## src/hdl/mem_stage_pkg.sv

```systemverilog
// ####################
// widths, operation codes and lane codes of the memory stage
// big-endian with lane 3 holding bits 31..24 at address offset 0
// ####################
package mem_stage_pkg;

    localparam int WORD_W     = 32;
    localparam int REG_ADDR_W = 5;
    localparam int LANES      = 4;
    localparam int ALUOP_W    = 8;
    localparam int LANE_SRC_W = 2;

    // any other code is a non-memory op
    localparam logic [ALUOP_W-1:0] OP_LB  = 8'b1110_0000;
    localparam logic [ALUOP_W-1:0] OP_LBU = 8'b1110_0100;
    localparam logic [ALUOP_W-1:0] OP_LH  = 8'b1110_0001;
    localparam logic [ALUOP_W-1:0] OP_LHU = 8'b1110_0101;
    localparam logic [ALUOP_W-1:0] OP_LW  = 8'b1110_0011;
    localparam logic [ALUOP_W-1:0] OP_LWL = 8'b1110_0010;
    localparam logic [ALUOP_W-1:0] OP_LWR = 8'b1110_0110;
    localparam logic [ALUOP_W-1:0] OP_LL  = 8'b1111_0000;
    localparam logic [ALUOP_W-1:0] OP_SB  = 8'b1110_1000;
    localparam logic [ALUOP_W-1:0] OP_SH  = 8'b1110_1001;
    localparam logic [ALUOP_W-1:0] OP_SW  = 8'b1110_1011;
    localparam logic [ALUOP_W-1:0] OP_SWL = 8'b1110_1010;
    localparam logic [ALUOP_W-1:0] OP_SWR = 8'b1110_1110;
    localparam logic [ALUOP_W-1:0] OP_SC  = 8'b1111_1000;

    // where a lane takes its load result byte from
    localparam logic [LANE_SRC_W-1:0] SRC_MEM  = 2'd0; // memory byte at load_idx
    localparam logic [LANE_SRC_W-1:0] SRC_REG  = 2'd1; // own byte of reg2
    localparam logic [LANE_SRC_W-1:0] SRC_ZERO = 2'd2;
    localparam logic [LANE_SRC_W-1:0] SRC_SIGN = 2'd3; // sign bit replicated

    // one data word, seen whole or as four byte lanes
    typedef union packed {
        logic [WORD_W-1:0]     word;
        logic [LANES-1:0][7:0] bytes; // bytes[3] is bits 31..24
    } mem_word_u;

endpackage

```

## src/hdl/mem_access_decode.sv

```systemverilog
// ####################
// combinational request and lane steering from aluop and address
// odd halfword loads give zero and odd halfword stores select no lane
// ####################
module mem_access_decode (
    input  logic [mem_stage_pkg::ALUOP_W-1:0]                   aluop_i,
    input  logic [mem_stage_pkg::WORD_W-1:0]                    mem_addr_i,
    input  mem_stage_pkg::mem_word_u                            mem_rdata_i,
    input  logic                                                llbit_i,
    output logic [mem_stage_pkg::WORD_W-1:0]                    mem_addr_o,
    output logic                                                mem_we_o,
    output logic                                                mem_ce_o,
    output logic [mem_stage_pkg::LANES-1:0]                     mem_sel_o,
    output logic [mem_stage_pkg::LANES-1:0][1:0]                store_idx_o,
    output logic [mem_stage_pkg::LANES-1:0]                     store_zero_o,
    output logic [mem_stage_pkg::LANES-1:0][mem_stage_pkg::LANE_SRC_W-1:0] load_src_o,
    output logic [mem_stage_pkg::LANES-1:0][1:0]                load_idx_o,
    output logic                                                sign_o,
    output logic                                                load_op_o,
    output logic                                                sc_op_o,
    output logic                                                sc_ok_o,
    output logic                                                llbit_set_o,
    output logic                                                llbit_clr_o
);

    logic [1:0]                             off;
    logic [1:0]                             lane_at; // lane addressed by the offset
    logic [mem_stage_pkg::WORD_W-1:0]       addr_aligned;
    logic [mem_stage_pkg::LANE_SRC_W-1:0]   ext_src;

    assign off          = mem_addr_i[1:0];
    assign lane_at      = ~off;
    assign addr_aligned = {mem_addr_i[mem_stage_pkg::WORD_W-1:2], 2'b00};
    assign ext_src      = (aluop_i == mem_stage_pkg::OP_LB || aluop_i == mem_stage_pkg::OP_LH)
                          ? mem_stage_pkg::SRC_SIGN : mem_stage_pkg::SRC_ZERO;

    assign sign_o       = mem_rdata_i.bytes[lane_at][7]; // top bit of addressed byte or half
    assign sc_op_o      = (aluop_i == mem_stage_pkg::OP_SC);
    assign sc_ok_o      = sc_op_o & llbit_i;
    assign llbit_clr_o  = sc_ok_o;
    assign llbit_set_o  = (aluop_i == mem_stage_pkg::OP_LL);

    always_comb begin
        mem_ce_o   = 1'b0;
        mem_we_o   = 1'b0;
        mem_addr_o = '0;
        mem_sel_o  = 4'b1111;
        load_op_o  = 1'b0;
        for (int k = 0; k < mem_stage_pkg::LANES; k++) begin
            store_idx_o[k]  = 2'(k);
            store_zero_o[k] = 1'b1;
            load_src_o[k]   = mem_stage_pkg::SRC_ZERO;
            load_idx_o[k]   = 2'(k);
        end

        case (aluop_i)
            mem_stage_pkg::OP_LB, mem_stage_pkg::OP_LBU: begin
                mem_ce_o        = 1'b1;
                mem_addr_o      = mem_addr_i;
                load_op_o       = 1'b1;
                mem_sel_o       = 4'b1000 >> off;
                load_src_o[0]   = mem_stage_pkg::SRC_MEM;
                load_idx_o[0]   = lane_at;
                load_src_o[3:1] = {3{ext_src}};
            end
            mem_stage_pkg::OP_LH, mem_stage_pkg::OP_LHU: begin
                mem_ce_o   = 1'b1;
                mem_addr_o = mem_addr_i;
                load_op_o  = 1'b1;
                if (!off[0]) begin
                    mem_sel_o       = off[1] ? 4'b0011 : 4'b1100;
                    load_src_o[1:0] = {2{mem_stage_pkg::SRC_MEM}};
                    load_idx_o[1]   = lane_at;
                    load_idx_o[0]   = lane_at - 2'd1;
                    load_src_o[3:2] = {2{ext_src}};
                end
            end
            mem_stage_pkg::OP_LW, mem_stage_pkg::OP_LL: begin
                mem_ce_o   = 1'b1;
                mem_addr_o = mem_addr_i;
                load_op_o  = 1'b1;
                load_src_o = {4{mem_stage_pkg::SRC_MEM}};
            end
            mem_stage_pkg::OP_LWL, mem_stage_pkg::OP_LWR: begin
                mem_ce_o   = 1'b1;
                mem_addr_o = addr_aligned;
                load_op_o  = 1'b1;
                for (int k = 0; k < mem_stage_pkg::LANES; k++) begin
                    load_src_o[k] = mem_stage_pkg::SRC_REG;
                    if (aluop_i == mem_stage_pkg::OP_LWL && k >= off) begin
                        load_src_o[k] = mem_stage_pkg::SRC_MEM;
                        load_idx_o[k] = 2'(k - off);
                    end else if (aluop_i == mem_stage_pkg::OP_LWR && k <= off) begin
                        load_src_o[k] = mem_stage_pkg::SRC_MEM;
                        load_idx_o[k] = 2'(k + 3 - off);
                    end
                end
            end
            mem_stage_pkg::OP_SB: begin
                mem_ce_o     = 1'b1;
                mem_we_o     = 1'b1;
                mem_addr_o   = mem_addr_i;
                mem_sel_o    = 4'b1000 >> off;
                store_idx_o  = '0; // low byte in every lane
                store_zero_o = '0;
            end
            mem_stage_pkg::OP_SH: begin
                mem_ce_o     = 1'b1;
                mem_we_o     = 1'b1;
                mem_addr_o   = mem_addr_i;
                mem_sel_o    = off[0] ? 4'b0000 : (off[1] ? 4'b0011 : 4'b1100);
                store_idx_o  = {2'd1, 2'd0, 2'd1, 2'd0};
                store_zero_o = '0;
            end
            mem_stage_pkg::OP_SW: begin
                mem_ce_o     = 1'b1;
                mem_we_o     = 1'b1;
                mem_addr_o   = mem_addr_i;
                store_zero_o = '0;
            end
            mem_stage_pkg::OP_SWL, mem_stage_pkg::OP_SWR: begin
                mem_ce_o   = 1'b1;
                mem_we_o   = 1'b1;
                mem_addr_o = addr_aligned;
                if (aluop_i == mem_stage_pkg::OP_SWL) begin
                    mem_sel_o = 4'b1111 >> off;
                end else begin
                    mem_sel_o = 4'b1111 << lane_at;
                end
                for (int k = 0; k < mem_stage_pkg::LANES; k++) begin
                    if (aluop_i == mem_stage_pkg::OP_SWL && k + off <= 3) begin
                        store_zero_o[k] = 1'b0;
                        store_idx_o[k]  = 2'(k + off);
                    end else if (aluop_i == mem_stage_pkg::OP_SWR && k >= lane_at) begin
                        store_zero_o[k] = 1'b0;
                        store_idx_o[k]  = 2'(k - lane_at);
                    end
                end
            end
            mem_stage_pkg::OP_SC: begin
                if (sc_ok_o) begin // link still held
                    mem_ce_o     = 1'b1;
                    mem_we_o     = 1'b1;
                    mem_addr_o   = mem_addr_i;
                    store_zero_o = '0;
                end
            end
            default: begin
            end
        endcase
    end

endmodule

```

## src/hdl/mem_byte_lane.sv

```systemverilog
// ####################
// one byte lane where LANE 3 is the most significant
// ####################
module mem_byte_lane #(
    parameter int LANE = 0
) (
    input  mem_stage_pkg::mem_word_u                reg2_i,
    input  mem_stage_pkg::mem_word_u                mem_rdata_i,
    input  logic [1:0]                              store_idx_i,
    input  logic                                    store_zero_i,
    input  logic [mem_stage_pkg::LANE_SRC_W-1:0]    load_src_i,
    input  logic [1:0]                              load_idx_i,
    input  logic                                    sign_i,
    output logic [7:0]                              store_byte_o,
    output logic [7:0]                              load_byte_o
);

    logic [7:0] reg2_byte;

    assign reg2_byte = reg2_i.bytes[store_idx_i];

    // freed lanes of SWL/SWR and all non-store ops drive zero
    assign store_byte_o = store_zero_i ? 8'h00 : reg2_byte;

    always_comb begin
        case (load_src_i)
            mem_stage_pkg::SRC_MEM: begin
                load_byte_o = mem_rdata_i.bytes[load_idx_i];
            end
            mem_stage_pkg::SRC_REG: begin
                load_byte_o = reg2_i.bytes[LANE]; // unmerged part of LWL/LWR
            end
            mem_stage_pkg::SRC_ZERO: begin
                load_byte_o = 8'h00;
            end
            default: begin
                load_byte_o = {8{sign_i}};
            end
        endcase
    end

endmodule

```

## src/hdl/mem_writeback_reg.sv

```systemverilog
// ####################
// MEM/WB register and LL bit that update on the same clk edge
// ####################
module mem_writeback_reg (
    input  logic                                clk,
    input  logic                                rst_n_i,
    input  logic [mem_stage_pkg::REG_ADDR_W-1:0] wd_i,
    input  logic                                wreg_i,
    input  logic [mem_stage_pkg::WORD_W-1:0]    wdata_i,
    input  logic                                load_op_i,
    input  logic                                sc_op_i,
    input  logic                                sc_ok_i,
    input  mem_stage_pkg::mem_word_u            load_word_i,
    input  logic                                llbit_set_i,
    input  logic                                llbit_clr_i,
    output logic [mem_stage_pkg::REG_ADDR_W-1:0] wb_wd_o,
    output logic                                wb_wreg_o,
    output logic [mem_stage_pkg::WORD_W-1:0]    wb_wdata_o,
    output logic                                llbit_o
);

    logic [mem_stage_pkg::WORD_W-1:0] wdata_next;

    always_comb begin
        if (sc_op_i) begin
            wdata_next = mem_stage_pkg::WORD_W'(sc_ok_i); // 1 on success, 0 otherwise
        end else if (load_op_i) begin
            wdata_next = load_word_i.word;
        end else begin
            wdata_next = wdata_i;
        end
    end

    always_ff @(posedge clk or negedge rst_n_i) begin
        if (!rst_n_i) begin
            wb_wd_o    <= '0;
            wb_wreg_o  <= 1'b0;
            wb_wdata_o <= '0;
        end else begin
            wb_wd_o    <= wd_i;
            wb_wreg_o  <= wreg_i;
            wb_wdata_o <= wdata_next;
        end
    end

    // set by LL, cleared by a successful SC
    always_ff @(posedge clk or negedge rst_n_i) begin
        if (!rst_n_i) begin
            llbit_o <= 1'b0;
        end else if (llbit_set_i) begin
            llbit_o <= 1'b1;
        end else if (llbit_clr_i) begin
            llbit_o <= 1'b0;
        end
    end

endmodule

```

## src/hdl/mem_stage_top.sv

```systemverilog
// ####################
// memory access stage with the request out in the same cycle
// writeback appears one clk later and there is no back-pressure
// ####################
module mem_stage_top (
    input  logic                                    clk,
    input  logic                                    rst_n_i,
    input  logic [mem_stage_pkg::REG_ADDR_W-1:0]    wd_i,
    input  logic                                    wreg_i,
    input  logic [mem_stage_pkg::WORD_W-1:0]        wdata_i,
    input  logic [mem_stage_pkg::ALUOP_W-1:0]       aluop_i,
    input  logic [mem_stage_pkg::WORD_W-1:0]        mem_addr_i,
    input  logic [mem_stage_pkg::WORD_W-1:0]        reg2_i,
    input  logic [mem_stage_pkg::WORD_W-1:0]        mem_rdata_i,
    output logic [mem_stage_pkg::WORD_W-1:0]        mem_addr_o,
    output logic                                    mem_we_o,
    output logic [mem_stage_pkg::LANES-1:0]         mem_sel_o,
    output logic [mem_stage_pkg::WORD_W-1:0]        mem_wdata_o,
    output logic                                    mem_ce_o,
    output logic [mem_stage_pkg::REG_ADDR_W-1:0]    wb_wd_o,
    output logic                                    wb_wreg_o,
    output logic [mem_stage_pkg::WORD_W-1:0]        wb_wdata_o
);

    mem_stage_pkg::mem_word_u                                       reg2_u;
    mem_stage_pkg::mem_word_u                                       rdata_u;
    wire mem_stage_pkg::mem_word_u                                  store_u;
    wire mem_stage_pkg::mem_word_u                                  load_u;
    logic [mem_stage_pkg::LANES-1:0][1:0]                           store_idx;
    logic [mem_stage_pkg::LANES-1:0]                                store_zero;
    logic [mem_stage_pkg::LANES-1:0][mem_stage_pkg::LANE_SRC_W-1:0] load_src;
    logic [mem_stage_pkg::LANES-1:0][1:0]                           load_idx;
    logic                                                           sign;
    logic                                                           load_op;
    logic                                                           sc_op;
    logic                                                           sc_ok;
    logic                                                           llbit_set;
    logic                                                           llbit_clr;
    logic                                                           llbit;

    assign reg2_u.word  = reg2_i;
    assign rdata_u.word = mem_rdata_i;
    assign mem_wdata_o  = store_u.word;

    mem_access_decode u_decode (
        .aluop_i      (aluop_i),
        .mem_addr_i   (mem_addr_i),
        .mem_rdata_i  (rdata_u),
        .llbit_i      (llbit),
        .mem_addr_o   (mem_addr_o),
        .mem_we_o     (mem_we_o),
        .mem_ce_o     (mem_ce_o),
        .mem_sel_o    (mem_sel_o),
        .store_idx_o  (store_idx),
        .store_zero_o (store_zero),
        .load_src_o   (load_src),
        .load_idx_o   (load_idx),
        .sign_o       (sign),
        .load_op_o    (load_op),
        .sc_op_o      (sc_op),
        .sc_ok_o      (sc_ok),
        .llbit_set_o  (llbit_set),
        .llbit_clr_o  (llbit_clr)
    );

    for (genvar k = 0; k < mem_stage_pkg::LANES; k++) begin : g_lane
        mem_byte_lane #(
            .LANE (k)
        ) u_lane (
            .reg2_i       (reg2_u),
            .mem_rdata_i  (rdata_u),
            .store_idx_i  (store_idx[k]),
            .store_zero_i (store_zero[k]),
            .load_src_i   (load_src[k]),
            .load_idx_i   (load_idx[k]),
            .sign_i       (sign),
            .store_byte_o (store_u.bytes[k]),
            .load_byte_o  (load_u.bytes[k])
        );
    end

    mem_writeback_reg u_wb (
        .clk         (clk),
        .rst_n_i     (rst_n_i),
        .wd_i        (wd_i),
        .wreg_i      (wreg_i),
        .wdata_i     (wdata_i),
        .load_op_i   (load_op),
        .sc_op_i     (sc_op),
        .sc_ok_i     (sc_ok),
        .load_word_i (load_u),
        .llbit_set_i (llbit_set),
        .llbit_clr_i (llbit_clr),
        .wb_wd_o     (wb_wd_o),
        .wb_wreg_o   (wb_wreg_o),
        .wb_wdata_o  (wb_wdata_o),
        .llbit_o     (llbit)
    );

endmodule

```

## config.mk

```make
export PLATFORM = sky130hd
export DESIGN_NAME = mem_stage_top
export DESIGN_NICKNAME = d
export VERILOG_FILES = /design/src/hdl/mem_stage_pkg.sv /design/src/hdl/mem_access_decode.sv /design/src/hdl/mem_byte_lane.sv /design/src/hdl/mem_writeback_reg.sv /design/src/hdl/mem_stage_top.sv
export SDC_FILE = /design/constraint.sdc
export NUM_CORES = 1
export LEC_CHECK = 0
export BUFFER_PORTS_ARGS = -buffer_cell sky130_fd_sc_hd__buf_2
export CAP_MARGIN = 20
export CORE_MARGIN = 8
export CORE_UTILIZATION = 51
export DETAILED_ROUTE_END_ITERATION = 8
export PLACE_DENSITY_LB_ADDON = 0.05
export SETUP_SLACK_MARGIN = 0.4
export SKIP_LAST_GASP = 1
export SYNTH_ARGS = -nofsm -noshare
export SYNTH_HDL_FRONTEND = slang
export SYNTH_SLANG_ARGS = --single-unit
export TNS_END_PERCENT = 50
```

## constraint.sdc

```tcl
create_clock -name clk -period 5.44 [get_ports clk]
set_input_delay 0.272 -clock clk [delete_from_list [all_inputs] [get_ports clk]]
set_output_delay 0.272 -clock clk [all_outputs]
set_load 0.01 [all_outputs]
```

==> flow_summary.ini <==
[layout]
syn2layout_area_growth_pct = 25.81
multi_input_area_sq_um = 3704
regArea_sq_um = 975.9
fillCellCount = 902
drive_gt1_share_pct = 42.64
final_cells = 907
fin_nets = 922
diodes = 0

[critical_path]
cp_data_arrival_time_ps = 3150
cp_data_required_time_ps = 5170
crit_start = mem_addr_i[0]
cp-start-kind = input port
cp-end-kind = output pin
reg2reg_from = u_wb.llbit_o$_DFFE_PN0P_
crit_type = input port to output pin
path_max_fanout = 20

[job]
drv_cap = 0

[yosys]
synth_area_per_cell_sq_um = 8.927
ys_seq_area_share_pct = 19.70
synth-warning-count = 0
synth_cells = 555
async_flop_share_pct = 100.0
synth.most_common_cell = mux2i_1
post_synth_num_cell_types = 67
synth_top_area_cell = dfrtp_1
synth_edf_count = 0
ys.flop_type = dfrtp_1
synth_common_cells = mux2i_1, a21oi_1, nor2b_1, dfrtp_1, o21ai_0
synth_seq_cells = 39
netlist_top_cells_area = dfrtp_1, mux2i_1, mux4_2, mux2_2, nor2b_1
netlist_area_sq_um = 4955
yosysTopAreaCellShare_pct = 19.70
synth_nets = 704

[clock_network]
h-tree-depth = 2
root_buffer = clkbuf_8
post-cts-setup-buffers = 0
numCtsBuffers = 5
clk_path_buf_depth = 2
clkSinkCount = 39
cts-resized-gates = 0
clock_latency_ps = 310
clk_pin_slew_worst_paths_ps = 80
postCtsHoldBufs = 0
cts_tree = done

[routing]
drt_iter0_drc = 553
drc_errors = 0
final_antenna_net_count = 0
via_per_inst = 6.411
wl_per_cell_um = 23.05
drtPass1Iterations = 6
totalWireLength_um = 20910
vias = 5815

[die]
dieArea_sq_um = 13130
die-width_um = 114.6
die_h_um = 114.6
top_level_ports = 252
rows = 36
initial_core_util_pct = 51.64
core_area_sq_um = 9594

[sta]
slew_headroom_pct = 28.12
final_hold_viol_count = 0
rsz0062_at_grt = false
tightest_slew_ps = 1078
max_freq_mhz = 291.9
slew_violations = 0
tns_ps = 0
finClkSkew_ps = 6.148
setup_viol = 0
min_period_ps = 3426
fin_crit_sh_pct = 62.98

[global_route]
grt_pass1_vias = 6043
grt_pass1_wl_um = 31980
antenna_found_initial = 0
grt_util_all_layers_pct = 30.93
overflow = 0
grt_max_degree = 40

[place]
gp_congestion = 0.9480
place.port_buffers = 251
dp_hpwl_um = 16450
dpl.cell_count = 898

[run_status]
run_status = finished, final reports clean

[power]
ir_worst_vdd_mv = 0.09791
p_leak_nw = 3.143
power_w = 0.0008171
power_density_nw_per_um2 = 131.1

[min_path]
min_path_type = input port to flip-flop
min_from = wd_i[2]
## cells in the final DEF (no fill, tap or decap), drive strengths merged, types with 6 or more instances in the layout
cell | netlist | final
nand2b | 7 | 7
clkbuf | 13 | 6
a31oi | 6 | 6
nor2b | 51 | 51
inv | 9 | 9
a21o | 11 | 11
buf | 29 | 253
nand2 | 37 | 37
nor3 | 9 | 9
o22ai | 18 | 18
mux2 | 34 | 34
a222oi | 15 | 15
a221oi | 7 | 7
mux4 | 17 | 17
mux2i | 62 | 62
nand3 | 11 | 11
nor2 | 20 | 20
o21ai | 45 | 45
a21oi | 52 | 52
and2 | 7 | 7
dfrtp | 39 | 39
## flip-flops by register name, summed over array words and instances (netlist names)
signal and count:
u_wb.wb_wdata_o 32, u_wb.llbit_o 1, u_wb.wb_wreg_o 1, u_wb.wb_wd_o 5
## cells by family (layout without fill, tap and decap cells)
logic type | Yosys count | count (layout) | share of synthesized area [%]
multiplexers | 113 | 113 | 27.98
buffers and inverters | 51 | 270 | 5.985
AND/OR/NAND/NOR | 159 | 159 | 18.86
flip-flops | 39 | 39 | 19.70
adder cells (fa/ha/maj) | 5 | 5 | 1.263
AO/OA/AOI/OAI | 188 | 188 | 26.21
## final cells by class
cell class	instances	share of cell area [%]
sequential	39	15.66
clock buffer	6	1.164
inverter	9	0.5420
multi-input combinational	465	59.41
timing repair buffer	253	20.35
clock inverter	2	0.2007
tap	133	2.670
## layer usage
metal  GRT usage (%)  vias to the layer above  routed length, um
li1                -                     2578                  -
met1           35.16                     2776               7503
met2           52.65                      405              10280
met3           8.228                       56               2314
met4           14.82                        0                813
met5               0                        -                  0
## critical path: stages
cell and delay, ps:
buf_2 360, inv_1 200, ha_1 330, nor2_1 410
nor3_1 110, o21ai_2 550, mux4_2 590, nor2b_1 140
buf_2 180
## per-stage QoR
stage | instance area [sq um] | util, % | hold WS, ps | setup WS, ps
floorplan | 4955 | - | -23.59 | 2708
global placement | 6138 | 63.98 | 379.4 | 2046
detailed placement | 6138 | 63.98 | 381.9 | 1920
CTS | 6223 | 64.87 | 72.96 | 2054
global route | 6233 | 64.97 | 59.74 | 1824
finish | 6233 | 64.97 | 72.82 | 2014
## worst paths after layout
path,to,slack (ps),cells after the start
max,mem_wdata_o[14],2010,9
min,u_wb.wb_wd_o[2]$_DFF_PN0_,70,1
max reg2reg,u_wb.wb_wdata_o[0]$_DFF_PN0_,4580,2
min reg2reg,u_wb.llbit_o$_DFFE_PN0P_,690,2
max in group asynchronous,u_wb.wb_wdata_o[16]$_DFF_PN0_,4760,1
min in group asynchronous,u_wb.wb_wd_o[2]$_DFF_PN0_,100,1
## report_power, final
| group | internal, W | total (W) | switching [W] |
|---|---|---|---|
| combinational | 0.000127 | 0.000296 | 0.000169 |
| clock | 0.0000898 | 0.000204 | 0.000114 |
| sequential | 0.000309 | 0.000317 | 0.00000835 |
| total | 0.000525 | 0.000817 | 0.000292 |
Note: power is estimated with default switching activity, not from simulation.
